### src/enigma_pkg.sv
package enigma_pkg;

    // letters A to Z
    localparam int ALPHABET_SIZE = 26;

    // letter index, 0 is A
    typedef logic [4:0] letter_t;

    // ascii code of A, offset of the ciphertext byte
    localparam logic [7:0] ASCII_A = 8'h41;

    ////////////////////////////////////////
    // wiring tables
    ////////////////////////////////////////

    // index is the rotor number, 3 is the fast rotor
    // 1 = rotor I, 2 = rotor II, 3 = rotor III
    localparam letter_t ROTOR_WIRING [1:3][0:25] = '{
        // EKMFLGDQVZNTOWYHXUSPAIBRCJ
        '{5'd4,  5'd10, 5'd12, 5'd5,  5'd11, 5'd6,  5'd3,  5'd16, 5'd21,
          5'd25, 5'd13, 5'd19, 5'd14, 5'd22, 5'd24, 5'd7,  5'd23, 5'd20,
          5'd18, 5'd15, 5'd0,  5'd8,  5'd1,  5'd17, 5'd2,  5'd9},
        // AJDKSIRUXBLHWTMCQGZNPYFVOE
        '{5'd0,  5'd9,  5'd3,  5'd10, 5'd18, 5'd8,  5'd17, 5'd20, 5'd23,
          5'd1,  5'd11, 5'd7,  5'd22, 5'd19, 5'd12, 5'd2,  5'd16, 5'd6,
          5'd25, 5'd13, 5'd15, 5'd24, 5'd5,  5'd21, 5'd14, 5'd4},
        // BDFHJLCPRTXVZNYEIWGAKMUSQO
        '{5'd1,  5'd3,  5'd5,  5'd7,  5'd9,  5'd11, 5'd2,  5'd15, 5'd17,
          5'd19, 5'd23, 5'd21, 5'd25, 5'd13, 5'd24, 5'd4,  5'd8,  5'd22,
          5'd6,  5'd0,  5'd10, 5'd12, 5'd20, 5'd18, 5'd16, 5'd14}
    };

    // turnover letters Q, E, V
    localparam letter_t ROTOR_NOTCH [1:3] = '{5'd16, 5'd4, 5'd21};

    // reflector B, YRUHQSLDPXNGOKMIEBFZCWVJAT
    localparam letter_t REFLECTOR_WIRING [0:25] = '{
        5'd24, 5'd17, 5'd20, 5'd7,  5'd16, 5'd18, 5'd11, 5'd3,  5'd15,
        5'd23, 5'd13, 5'd6,  5'd14, 5'd10, 5'd12, 5'd8,  5'd4,  5'd1,
        5'd5,  5'd25, 5'd2,  5'd22, 5'd21, 5'd9,  5'd0,  5'd19
    };

    // a + b modulo 26, both inputs already below 26
    function automatic letter_t letter_add(input letter_t a, input letter_t b);
        logic [5:0] sum;
        sum = {1'b0, a} + {1'b0, b};
        if (sum >= 6'(ALPHABET_SIZE)) begin
            sum = sum - 6'(ALPHABET_SIZE);
        end
        return sum[4:0];
    endfunction

endpackage

### src/board_pkg.sv
package board_pkg;

    // keyboard set 2 release prefix
    localparam logic [7:0] BREAK_CODE = 8'hF0;

    // board switch and push key widths
    localparam int SW_WIDTH  = 10;
    localparam int KEY_WIDTH = 4;

    ////////////////////////////////////////
    // setting select switch words
    ////////////////////////////////////////

    // exactly one switch up selects a field
    // bits 1, 4 and 7 picked rotor numbers on the board, unused here
    localparam logic [SW_WIDTH-1:0] SEL_START3 = 10'b00_0000_0001;
    localparam logic [SW_WIDTH-1:0] SEL_RING2  = 10'b00_0000_0100;
    localparam logic [SW_WIDTH-1:0] SEL_START2 = 10'b00_0000_1000;
    localparam logic [SW_WIDTH-1:0] SEL_RING1  = 10'b00_0010_0000;
    localparam logic [SW_WIDTH-1:0] SEL_START1 = 10'b00_0100_0000;

    // seven segment pattern, bit 0 is segment a, bit 6 is g
    // active low, a 0 lights the segment
    typedef logic [6:0] glyph_t;

    // all segments dark
    localparam glyph_t GLYPH_BLANK = 7'h7F;

endpackage

### src/settings_control.sv
`timescale 1ns/1ps

module settings_control (
    input  logic                            i_clk,
    input  logic                            i_reset,
    input  logic [board_pkg::SW_WIDTH-1:0]  i_sw,
    input  logic [board_pkg::KEY_WIDTH-1:0] i_key,
    output enigma_pkg::letter_t             o_start3,
    output enigma_pkg::letter_t             o_start2,
    output enigma_pkg::letter_t             o_start1,
    output enigma_pkg::letter_t             o_ring2,
    output enigma_pkg::letter_t             o_ring1,
    output logic                            o_reload,
    output logic [4:0]                      o_led_select
);

    logic [board_pkg::SW_WIDTH-1:0]  sw_meta;
    logic [board_pkg::SW_WIDTH-1:0]  sw_sync;
    logic [board_pkg::KEY_WIDTH-1:0] key_meta;
    logic [board_pkg::KEY_WIDTH-1:0] key_sync;
    logic                            key3_prev;
    logic                            press;
    logic [4:0]                      sel;

    ////////////////////////////////////////
    // input synchronizers
    ////////////////////////////////////////

    // keys idle high, so reset to ones to avoid a false press
    always_ff @(posedge i_clk) begin
        if (i_reset) begin
            sw_meta   <= '0;
            sw_sync   <= '0;
            key_meta  <= '1;
            key_sync  <= '1;
            key3_prev <= 1'b1;
        end else begin
            sw_meta   <= i_sw;
            sw_sync   <= sw_meta;
            key_meta  <= i_key;
            key_sync  <= key_meta;
            key3_prev <= key_sync[3];
        end
    end

    // falling edge of key 3
    assign press = key3_prev && !key_sync[3];

    // one-hot field select, bit 0 start3 up to bit 4 start1
    assign sel[0] = (sw_sync == board_pkg::SEL_START3);
    assign sel[1] = (sw_sync == board_pkg::SEL_RING2);
    assign sel[2] = (sw_sync == board_pkg::SEL_START2);
    assign sel[3] = (sw_sync == board_pkg::SEL_RING1);
    assign sel[4] = (sw_sync == board_pkg::SEL_START1);

    assign o_led_select = sel;

    ////////////////////////////////////////
    // setting registers
    ////////////////////////////////////////

    always_ff @(posedge i_clk) begin
        if (i_reset) begin
            o_start3 <= '0;
            o_start2 <= '0;
            o_start1 <= '0;
            o_ring2  <= '0;
            o_ring1  <= '0;
            o_reload <= 1'b0;
        end else begin
            // pulse alongside the new value, positions load next edge
            o_reload <= press && (|sel);
            if (press && sel[0]) begin
                o_start3 <= enigma_pkg::letter_add(o_start3, 5'd1);
            end
            if (press && sel[1]) begin
                o_ring2 <= enigma_pkg::letter_add(o_ring2, 5'd1);
            end
            if (press && sel[2]) begin
                o_start2 <= enigma_pkg::letter_add(o_start2, 5'd1);
            end
            if (press && sel[3]) begin
                o_ring1 <= enigma_pkg::letter_add(o_ring1, 5'd1);
            end
            if (press && sel[4]) begin
                o_start1 <= enigma_pkg::letter_add(o_start1, 5'd1);
            end
        end
    end

endmodule

### src/keystroke_fsm.sv
`timescale 1ns/1ps

module keystroke_fsm #(
    parameter int RELEASE_HOLD_CYCLES = 5000
) (
    input  logic                i_clk,
    input  logic                i_reset,
    input  logic [7:0]          i_scan_code,
    input  logic                i_scan_valid,
    input  enigma_pkg::letter_t i_cipher,
    output enigma_pkg::letter_t o_letter,
    output logic                o_letter_ok,
    output logic                o_rotate,
    output logic [7:0]          o_cipher_ascii
);

    localparam int CNT_W = $clog2(RELEASE_HOLD_CYCLES + 1);

    localparam logic [1:0] ST_IDLE  = 2'd0;
    localparam logic [1:0] ST_MAKE  = 2'd1;
    localparam logic [1:0] ST_BREAK = 2'd2;
    localparam logic [1:0] ST_WAIT  = 2'd3;

    logic [1:0]       state;
    logic [7:0]       history;
    logic [CNT_W-1:0] hold_cnt;
    logic             break_seen;
    logic             release_seen;

    assign break_seen   = i_scan_valid && (i_scan_code == board_pkg::BREAK_CODE);
    assign release_seen = i_scan_valid && (i_scan_code == history);

    // set 2 scan code to letter, anything else is not a letter
    always_comb begin
        o_letter_ok = 1'b1;
        case (history)
            8'h1C: o_letter = 5'd0;
            8'h32: o_letter = 5'd1;
            8'h21: o_letter = 5'd2;
            8'h23: o_letter = 5'd3;
            8'h24: o_letter = 5'd4;
            8'h2B: o_letter = 5'd5;
            8'h34: o_letter = 5'd6;
            8'h33: o_letter = 5'd7;
            8'h43: o_letter = 5'd8;
            8'h3B: o_letter = 5'd9;
            8'h42: o_letter = 5'd10;
            8'h4B: o_letter = 5'd11;
            8'h3A: o_letter = 5'd12;
            8'h31: o_letter = 5'd13;
            8'h44: o_letter = 5'd14;
            8'h4D: o_letter = 5'd15;
            8'h15: o_letter = 5'd16;
            8'h2D: o_letter = 5'd17;
            8'h1B: o_letter = 5'd18;
            8'h2C: o_letter = 5'd19;
            8'h3C: o_letter = 5'd20;
            8'h2A: o_letter = 5'd21;
            8'h1D: o_letter = 5'd22;
            8'h22: o_letter = 5'd23;
            8'h35: o_letter = 5'd24;
            8'h1A: o_letter = 5'd25;
            default: begin
                o_letter    = 5'd0;
                o_letter_ok = 1'b0;
            end
        endcase
    end

    ////////////////////////////////////////
    // make / break sequencing
    ////////////////////////////////////////

    always_ff @(posedge i_clk) begin
        if (i_reset) begin
            state          <= ST_IDLE;
            history        <= 8'h00;
            hold_cnt       <= '0;
            o_rotate       <= 1'b0;
            o_cipher_ascii <= 8'h00;
        end else begin
            // rotate and ciphertext default low
            o_rotate       <= 1'b0;
            o_cipher_ascii <= 8'h00;
            case (state)
                ST_IDLE: begin
                    if (i_scan_valid) begin
                        state   <= ST_MAKE;
                        history <= i_scan_code;
                    end
                end
                ST_MAKE: begin
                    // typematic repeats of the held key fall through here
                    if (break_seen) begin
                        state <= ST_BREAK;
                    end else if (o_letter_ok) begin
                        o_cipher_ascii <= {3'b000, i_cipher} + enigma_pkg::ASCII_A;
                    end
                end
                ST_BREAK: begin
                    // release of some other key keeps waiting
                    if (release_seen) begin
                        state    <= ST_WAIT;
                        hold_cnt <= '0;
                        o_rotate <= o_letter_ok;
                    end
                end
                ST_WAIT: begin
                    if (hold_cnt == CNT_W'(RELEASE_HOLD_CYCLES)) begin
                        state <= ST_IDLE;
                    end
                    hold_cnt <= hold_cnt + CNT_W'(1);
                end
                default: state <= ST_IDLE;
            endcase
        end
    end

endmodule

### src/rotor_stepper.sv
`timescale 1ns/1ps

module rotor_stepper (
    input  logic                i_clk,
    input  logic                i_reset,
    input  logic                i_rotate,
    input  logic                i_reload,
    input  enigma_pkg::letter_t i_start3,
    input  enigma_pkg::letter_t i_start2,
    input  enigma_pkg::letter_t i_start1,
    output enigma_pkg::letter_t o_pos3,
    output enigma_pkg::letter_t o_pos2,
    output enigma_pkg::letter_t o_pos1
);

    logic notch3;
    logic notch2;

    // notch state before the step
    assign notch3 = (o_pos3 == enigma_pkg::ROTOR_NOTCH[3]);
    assign notch2 = (o_pos2 == enigma_pkg::ROTOR_NOTCH[2]);

    always_ff @(posedge i_clk) begin
        if (i_reset) begin
            o_pos3 <= '0;
            o_pos2 <= '0;
            o_pos1 <= '0;
        end else if (i_reload) begin
            // reload beats a rotate in the same cycle
            o_pos3 <= i_start3;
            o_pos2 <= i_start2;
            o_pos1 <= i_start1;
        end else if (i_rotate) begin
            // fast rotor every keystroke
            o_pos3 <= enigma_pkg::letter_add(o_pos3, 5'd1);
            // middle rotor carries or steps itself off its notch
            if (notch3 || notch2) begin
                o_pos2 <= enigma_pkg::letter_add(o_pos2, 5'd1);
            end
            // slow rotor, together with the middle one gives the double step
            if (notch2) begin
                o_pos1 <= enigma_pkg::letter_add(o_pos1, 5'd1);
            end
        end
    end

endmodule

### src/cipher_path.sv
`timescale 1ns/1ps

module cipher_path (
    input  enigma_pkg::letter_t i_letter,
    input  enigma_pkg::letter_t i_pos3,
    input  enigma_pkg::letter_t i_pos2,
    input  enigma_pkg::letter_t i_pos1,
    input  enigma_pkg::letter_t i_ring2,
    input  enigma_pkg::letter_t i_ring1,
    output enigma_pkg::letter_t o_cipher
);

    enigma_pkg::letter_t off2;
    enigma_pkg::letter_t off1;
    enigma_pkg::letter_t fwd3;
    enigma_pkg::letter_t fwd2;
    enigma_pkg::letter_t fwd1;
    enigma_pkg::letter_t refl;
    enigma_pkg::letter_t back1;
    enigma_pkg::letter_t back2;

    // a - b modulo 26
    function automatic enigma_pkg::letter_t letter_sub(input enigma_pkg::letter_t a,
                                                       input enigma_pkg::letter_t b);
        logic [5:0] diff;
        diff = {1'b0, a} + 6'(enigma_pkg::ALPHABET_SIZE) - {1'b0, b};
        // sum spans 1 to 51, one wrap brings it below 26
        if (diff >= 6'(enigma_pkg::ALPHABET_SIZE)) begin
            diff = diff - 6'(enigma_pkg::ALPHABET_SIZE);
        end
        return diff[4:0];
    endfunction

    // entry contact shifted by the offset, then back out
    function automatic enigma_pkg::letter_t rotor_fwd(input int r,
                                                      input enigma_pkg::letter_t x,
                                                      input enigma_pkg::letter_t off);
        return letter_sub(enigma_pkg::ROTOR_WIRING[r][enigma_pkg::letter_add(x, off)], off);
    endfunction

    // return path, search the forward table for the contact
    function automatic enigma_pkg::letter_t rotor_inv(input int r,
                                                      input enigma_pkg::letter_t x,
                                                      input enigma_pkg::letter_t off);
        enigma_pkg::letter_t contact;
        enigma_pkg::letter_t found;
        contact = enigma_pkg::letter_add(x, off);
        found   = 5'd0;
        for (int j = 0; j < enigma_pkg::ALPHABET_SIZE; j++) begin
            if (enigma_pkg::ROTOR_WIRING[r][j] == contact) begin
                found = 5'(j);
            end
        end
        return letter_sub(found, off);
    endfunction

    // fast rotor has ring A, its offset is the position itself
    assign off2 = letter_sub(i_pos2, i_ring2);
    assign off1 = letter_sub(i_pos1, i_ring1);

    ////////////////////////////////////////
    // forward, reflect, back
    ////////////////////////////////////////

    assign fwd3     = rotor_fwd(3, i_letter, i_pos3);
    assign fwd2     = rotor_fwd(2, fwd3, off2);
    assign fwd1     = rotor_fwd(1, fwd2, off1);
    assign refl     = enigma_pkg::REFLECTOR_WIRING[fwd1];
    assign back1    = rotor_inv(1, refl, off1);
    assign back2    = rotor_inv(2, back1, off2);
    assign o_cipher = rotor_inv(3, back2, i_pos3);

endmodule

### src/display_driver.sv
`timescale 1ns/1ps

module display_driver (
    input  enigma_pkg::letter_t i_letter,
    input  logic                i_letter_ok,
    input  logic [7:0]          i_cipher_ascii,
    input  enigma_pkg::letter_t i_pos3,
    output board_pkg::glyph_t   o_hex0,
    output board_pkg::glyph_t   o_hex1,
    output board_pkg::glyph_t   o_hex2,
    output board_pkg::glyph_t   o_hex3,
    output board_pkg::glyph_t   o_hex4,
    output board_pkg::glyph_t   o_hex5
);

    // letter shapes, some only approximate on seven segments
    // K, M, W and X borrow the nearest shape
    localparam board_pkg::glyph_t LETTER_GLYPH [0:25] = '{
        7'h08, 7'h03, 7'h46, 7'h21, 7'h06, 7'h0E, 7'h42,
        7'h09, 7'h4F, 7'h61, 7'h0A, 7'h47, 7'h6A, 7'h2B,
        7'h23, 7'h0C, 7'h18, 7'h2F, 7'h12, 7'h07, 7'h41,
        7'h63, 7'h55, 7'h09, 7'h11, 7'h24
    };

    // hex digits 0 to F
    localparam board_pkg::glyph_t HEX_GLYPH [0:15] = '{
        7'h40, 7'h79, 7'h24, 7'h30, 7'h19, 7'h12, 7'h02, 7'h78,
        7'h00, 7'h10, 7'h08, 7'h03, 7'h46, 7'h21, 7'h06, 7'h0E
    };

    enigma_pkg::letter_t cipher_idx;

    // ascii back to a letter index
    assign cipher_idx = 5'(i_cipher_ascii - enigma_pkg::ASCII_A);

    ////////////////////////////////////////
    // digit mapping
    ////////////////////////////////////////

    // plaintext on the right digit
    assign o_hex0 = i_letter_ok ? LETTER_GLYPH[i_letter] : board_pkg::GLYPH_BLANK;

    // zero byte means no ciphertext shown
    assign o_hex2 = (i_cipher_ascii != 8'h00) ? LETTER_GLYPH[cipher_idx]
                                              : board_pkg::GLYPH_BLANK;

    // fast rotor position in hex, upper bit on its own digit
    assign o_hex4 = HEX_GLYPH[i_pos3[3:0]];
    assign o_hex5 = HEX_GLYPH[{3'b000, i_pos3[4]}];

    // spacers
    assign o_hex1 = board_pkg::GLYPH_BLANK;
    assign o_hex3 = board_pkg::GLYPH_BLANK;

endmodule

### src/enigma_top.sv
`timescale 1ns/1ps

module enigma_top #(
    parameter int RELEASE_HOLD_CYCLES = 5000
) (
    input  logic                            CLOCK_50,
    input  logic                            i_reset,
    input  logic [7:0]                      i_scan_code,
    input  logic                            i_scan_valid,
    input  logic [board_pkg::SW_WIDTH-1:0]  i_sw,
    input  logic [board_pkg::KEY_WIDTH-1:0] i_key,
    output logic [7:0]                      o_cipher_ascii,
    output board_pkg::glyph_t               o_hex0,
    output board_pkg::glyph_t               o_hex1,
    output board_pkg::glyph_t               o_hex2,
    output board_pkg::glyph_t               o_hex3,
    output board_pkg::glyph_t               o_hex4,
    output board_pkg::glyph_t               o_hex5,
    output logic [4:0]                      o_led_select
);

    // operator settings
    enigma_pkg::letter_t start3;
    enigma_pkg::letter_t start2;
    enigma_pkg::letter_t start1;
    enigma_pkg::letter_t ring2;
    enigma_pkg::letter_t ring1;
    logic                reload;

    // keystroke side
    enigma_pkg::letter_t letter;
    logic                letter_ok;
    logic                rotate;
    enigma_pkg::letter_t cipher;

    // live rotor positions
    enigma_pkg::letter_t pos3;
    enigma_pkg::letter_t pos2;
    enigma_pkg::letter_t pos1;

    ////////////////////////////////////////
    // blocks
    ////////////////////////////////////////

    settings_control settings_control_inst (
        .i_clk        (CLOCK_50),
        .i_reset      (i_reset),
        .i_sw         (i_sw),
        .i_key        (i_key),
        .o_start3     (start3),
        .o_start2     (start2),
        .o_start1     (start1),
        .o_ring2      (ring2),
        .o_ring1      (ring1),
        .o_reload     (reload),
        .o_led_select (o_led_select)
    );

    keystroke_fsm #(
        .RELEASE_HOLD_CYCLES (RELEASE_HOLD_CYCLES)
    ) keystroke_fsm_inst (
        .i_clk          (CLOCK_50),
        .i_reset        (i_reset),
        .i_scan_code    (i_scan_code),
        .i_scan_valid   (i_scan_valid),
        .i_cipher       (cipher),
        .o_letter       (letter),
        .o_letter_ok    (letter_ok),
        .o_rotate       (rotate),
        .o_cipher_ascii (o_cipher_ascii)
    );

    rotor_stepper rotor_stepper_inst (
        .i_clk    (CLOCK_50),
        .i_reset  (i_reset),
        .i_rotate (rotate),
        .i_reload (reload),
        .i_start3 (start3),
        .i_start2 (start2),
        .i_start1 (start1),
        .o_pos3   (pos3),
        .o_pos2   (pos2),
        .o_pos1   (pos1)
    );

    // combinational, sampled in MAKE by the keystroke FSM
    cipher_path cipher_path_inst (
        .i_letter (letter),
        .i_pos3   (pos3),
        .i_pos2   (pos2),
        .i_pos1   (pos1),
        .i_ring2  (ring2),
        .i_ring1  (ring1),
        .o_cipher (cipher)
    );

    display_driver display_driver_inst (
        .i_letter       (letter),
        .i_letter_ok    (letter_ok),
        .i_cipher_ascii (o_cipher_ascii),
        .i_pos3         (pos3),
        .o_hex0         (o_hex0),
        .o_hex1         (o_hex1),
        .o_hex2         (o_hex2),
        .o_hex3         (o_hex3),
        .o_hex4         (o_hex4),
        .o_hex5         (o_hex5)
    );

endmodule

### config.mk
export PLATFORM = sky130hd
export DESIGN_NAME = enigma_top
export DESIGN_NICKNAME = d
export VERILOG_FILES = /design/src/enigma_pkg.sv /design/src/board_pkg.sv /design/src/settings_control.sv /design/src/keystroke_fsm.sv /design/src/rotor_stepper.sv /design/src/cipher_path.sv /design/src/display_driver.sv /design/src/enigma_top.sv
export SDC_FILE = /design/constraint.sdc
export NUM_CORES = 1
export LEC_CHECK = 0
export ABC_AREA = 1
export BUFFER_PORTS_ARGS = -buffer_cell sky130_fd_sc_hd__buf_2
export CORE_ASPECT_RATIO = 1.25
export CORE_UTILIZATION = 60
export DETAILED_ROUTE_END_ITERATION = 10
export HOLD_SLACK_MARGIN = 0.06
export PLACE_DENSITY = 0.79
export SLEW_MARGIN = 0
export SYNTH_ARGS = -nofsm -noshare
export SYNTH_HDL_FRONTEND = slang
export SYNTH_SLANG_ARGS = --single-unit
### constraint.sdc
create_clock -name CLOCK_50 -period 33.8 [get_ports CLOCK_50]
set_input_delay 1.69 -clock CLOCK_50 [delete_from_list [all_inputs] [get_ports CLOCK_50]]
set_output_delay 1.69 -clock CLOCK_50 [all_outputs]
set_load 0.01 [all_outputs]
==> flow_summary.toml <==
[logic_synthesis]
synth-compound-area-share_pct = 16.5
synth-seq-area-share_pct = 14.9
synthAdderAreaFrac_pct = 20.2
synth_xor_area_share_pct = 6.87
synth-simple-area-share_pct = 27.8
synthArstFlopShare_pct = 0
ys.flop_type = "dfxtp_1"
yosys_warnings = 0
avgSynthCellArea_sq_um = 6.41
synth-seq-cells = 95
syn_area_sq_mm = 0.0127
synth-edff-count = 0
ys_types = 60
syn-instance-count = 1986
synth_top_family_by_area = "simple AND/OR/NAND/NOR gates"
synth_mux_area_share_pct = 0.393

[detailed_routing]
vias = 12600
drtIter0Drc = 676
first_pass_iters = 7
wl_per_cell_um = 11.8
ant_nets = 0
viasPerCell = 5.44
wl_um = 27200
drc = 0

[critical_path]
critPathKind = "flop to flop"
worstSetupStartpointType = "flop"
crit_path_end_kind = "flop"
cp.arrival_ps = 30960
critical_path.max_stage_delay_ps = 750
crit_top_cell = "inv_1"
worstPathMaxFanout = 9
crit_slowest_cell = "o311ai_0"
crit_required_ps = 34090

[sta]
setup_viol_count_final = 0
finalCriticalPeriod_ps = 30670
rsz0062_at_grt = "no"
setup-tns-final_ps = 0
max_slew_margin_pct = 30.5
hold_violations = 0
slew_violations = 0
fmax_ghz = 0.0326
tightest_slew_ps = 1030
timing.final.crit_share_pct = 90.7
finClkSkew_ps = 12.4

[placement]
dpl_cell_area_sq_mm = 0.0132
gp_congestion = 0.920
place_hpwl_um = 21800
portBuffers = 58

[global_route]
grt_pass1_vias = 11400
grt_start_max_net_pins = 48
track_usage_pct = 25.0
grt_pass1_wl_um = 46800
antenna_found_initial = 0
overflow = 0

[die]
die-area_sq_mm = 0.0218
ios = 80
chipHeight_um = 165
dieWidth_um = 132
core_area_sq_mm = 0.0208
start_util_pct = 61.2
rows = 59

[cts]
clkLatencyLatePin_ps = 360
cts_tree = "built"
path_clk_slew_ps = 80
clockBufferDepth = 2
ctsHtreeMaxLevel = 3
ctsResizeCount = 0
cts_hold_buf = 0
cts_inserted_buffers = 9
ctsRootBufferMaster = "clkbuf_16"
post-cts-setup-buffers = 0
clock-sinks = 95

[job]
max_cap_violations = 0

[final_layout]
antenna_cells = 0
layout.nets = 2255
drive_above_1_share_pct = 7.27
syn2layout_area_growth_pct = 6.05
nFillCells = 1953
final_cell_area_sq_mm = 0.0135

[status]
status = "finished clean"

[hold_path]
min_path_type = "flop to flop"
## placed cells by master (no fill, tap or decap), drive strengths merged, types with 4 or more instances in the layout
cell      n
o22ai     8
nor4      9
conb     18
xnor2    36
nand2   370
a211oi    5
ha      185
inv     388
o211ai   24
clkbuf    9
or2      19
o21a      5
o221ai    5
mux2i     5
fa       13
dfxtp    95
o21ai   123
clkinv    4
nor3     33
nand3b    5
nand4    22
o311ai    9
a31oi    18
nand3   129
xor2     63
nor2    202
o31ai     4
buf      58
a21oi   149
## Yosys cell counts (4+ instances only)
cell | number | area share, %
a21oi_1 | 146 | 5.7
o31ai_1 | 4 | 0.24
nor4_1 | 8 | 0.39
nand2_2 | 9 | 0.44
xnor2_1 | 35 | 2.4
ha_1 | 185 | 18
nor2_1 | 193 | 5.7
or2_2 | 19 | 0.93
nand2_1 | 355 | 10
mux2i_1 | 5 | 0.39
dfxtp_1 | 95 | 15
inv_1 | 371 | 11
buf_4 | 23 | 1.4
o22ai_1 | 8 | 0.39
nand3_2 | 5 | 0.39
o221ai_1 | 5 | 0.34
clkbuf_1 | 16 | 0.47
a211oi_1 | 5 | 0.29
a31oi_1 | 18 | 0.88
nor2_2 | 6 | 0.29
fa_1 | 13 | 2.0
o311ai_0 | 9 | 0.62
nand2_4 | 6 | 0.53
o21ai_1 | 8 | 0.31
inv_2 | 12 | 0.35
o211ai_1 | 24 | 1.4
nand3_1 | 123 | 4.8
nor3_1 | 29 | 1.1
xor2_1 | 63 | 4.3
nand3b_1 | 4 | 0.24
o21ai_0 | 115 | 4.5
o21a_1 | 5 | 0.29
nand4_1 | 20 | 0.98
## flip-flops by register name, summed over array words and instances, names as in the netlist, 5 cells and up
| signal | flops |
|---|---|
| rotor_stepper_inst.o_pos1 | 5 |
| keystroke_fsm_inst.hold_cnt | 13 |
| settings_control_inst.sw_meta | 10 |
| settings_control_inst.o_ring2 | 5 |
| settings_control_inst.sw_sync | 10 |
| keystroke_fsm_inst.history | 8 |
| settings_control_inst.o_start1 | 5 |
| settings_control_inst.o_start3 | 5 |
| rotor_stepper_inst.o_pos3 | 5 |
| rotor_stepper_inst.o_pos2 | 5 |
| settings_control_inst.o_start2 | 5 |
| settings_control_inst.o_ring1 | 5 |
| keystroke_fsm_inst.o_cipher_ascii | 7 |
## cell families after synthesis
| kind of cell | count (synthesis) |
|---|---|
| buf+inv | 425 |
| fa+ha+maj | 198 |
| other cells | 2 |
| simple gates | 794 |
| compound gates | 368 |
| mux | 5 |
| xor+xnor | 99 |
| flops | 95 |
## critical path: cells and delay by family (launching register included)
kind / cells / cell delay [ps]
and+or+nand+nor: 59 / 7950
xor gates and xnor gates: 19 / 4620
buffers and inverters: 31 / 2790
adders and majority gates: 29 / 9100
AOI/OAI and AO/OA: 28 / 5620
DFF: 1 / 540
## worst paths after layout
path	startpoint	cells past startpoint	slack, ps	to
worst min register to register	settings_control_inst.sw_meta[4]	2	400	settings_control_inst.sw_sync[4]
worst max-delay path	keystroke_fsm_inst.history[2]	166	3130	keystroke_fsm_inst.o_cipher_ascii[4]
worst min-delay path	settings_control_inst.sw_meta[4]	2	400	settings_control_inst.sw_sync[4]
worst max register to register	keystroke_fsm_inst.history[2]	166	3130	keystroke_fsm_inst.o_cipher_ascii[4]
## area by class of cell
type,count,area [sq um],area share (%)
inverters,386,1450,10.7
repair buffers,58,290,2.15
clock buffers,9,225,1.67
well taps,274,343,2.54
multi-input cells,1482,9210,68.2
clock inverters,7,85.1,0.630
flip-flops and latches,95,1900,14.1
## routing by layer
metal | vias to the layer above | global-route usage, % | wire length, um
met4 | 0 | 8.73 | 516
met2 | 254 | 49.0 | 14100
met5 | - | 0 | 0
met1 | 5732 | 27.9 | 11900
li1 | 6545 | - | -
met3 | 46 | 2.27 | 727
## per-stage QoR
step	std cells	hold slack [ps]	setup slack [ps]	util [%]
after floorplan	2002	388	7310	-
after global placement	2295	389	3870	63.4
after detailed placement	2295	394	3510	63.4
after CTS	2311	400	3310	64.9
after global routing	2311	400	135	64.9
final	2311	396	3130	64.9
Power is left out: the tool's default activity adds up to more than one toggle a clock period on the data nets, which glitch-free logic cannot reach.
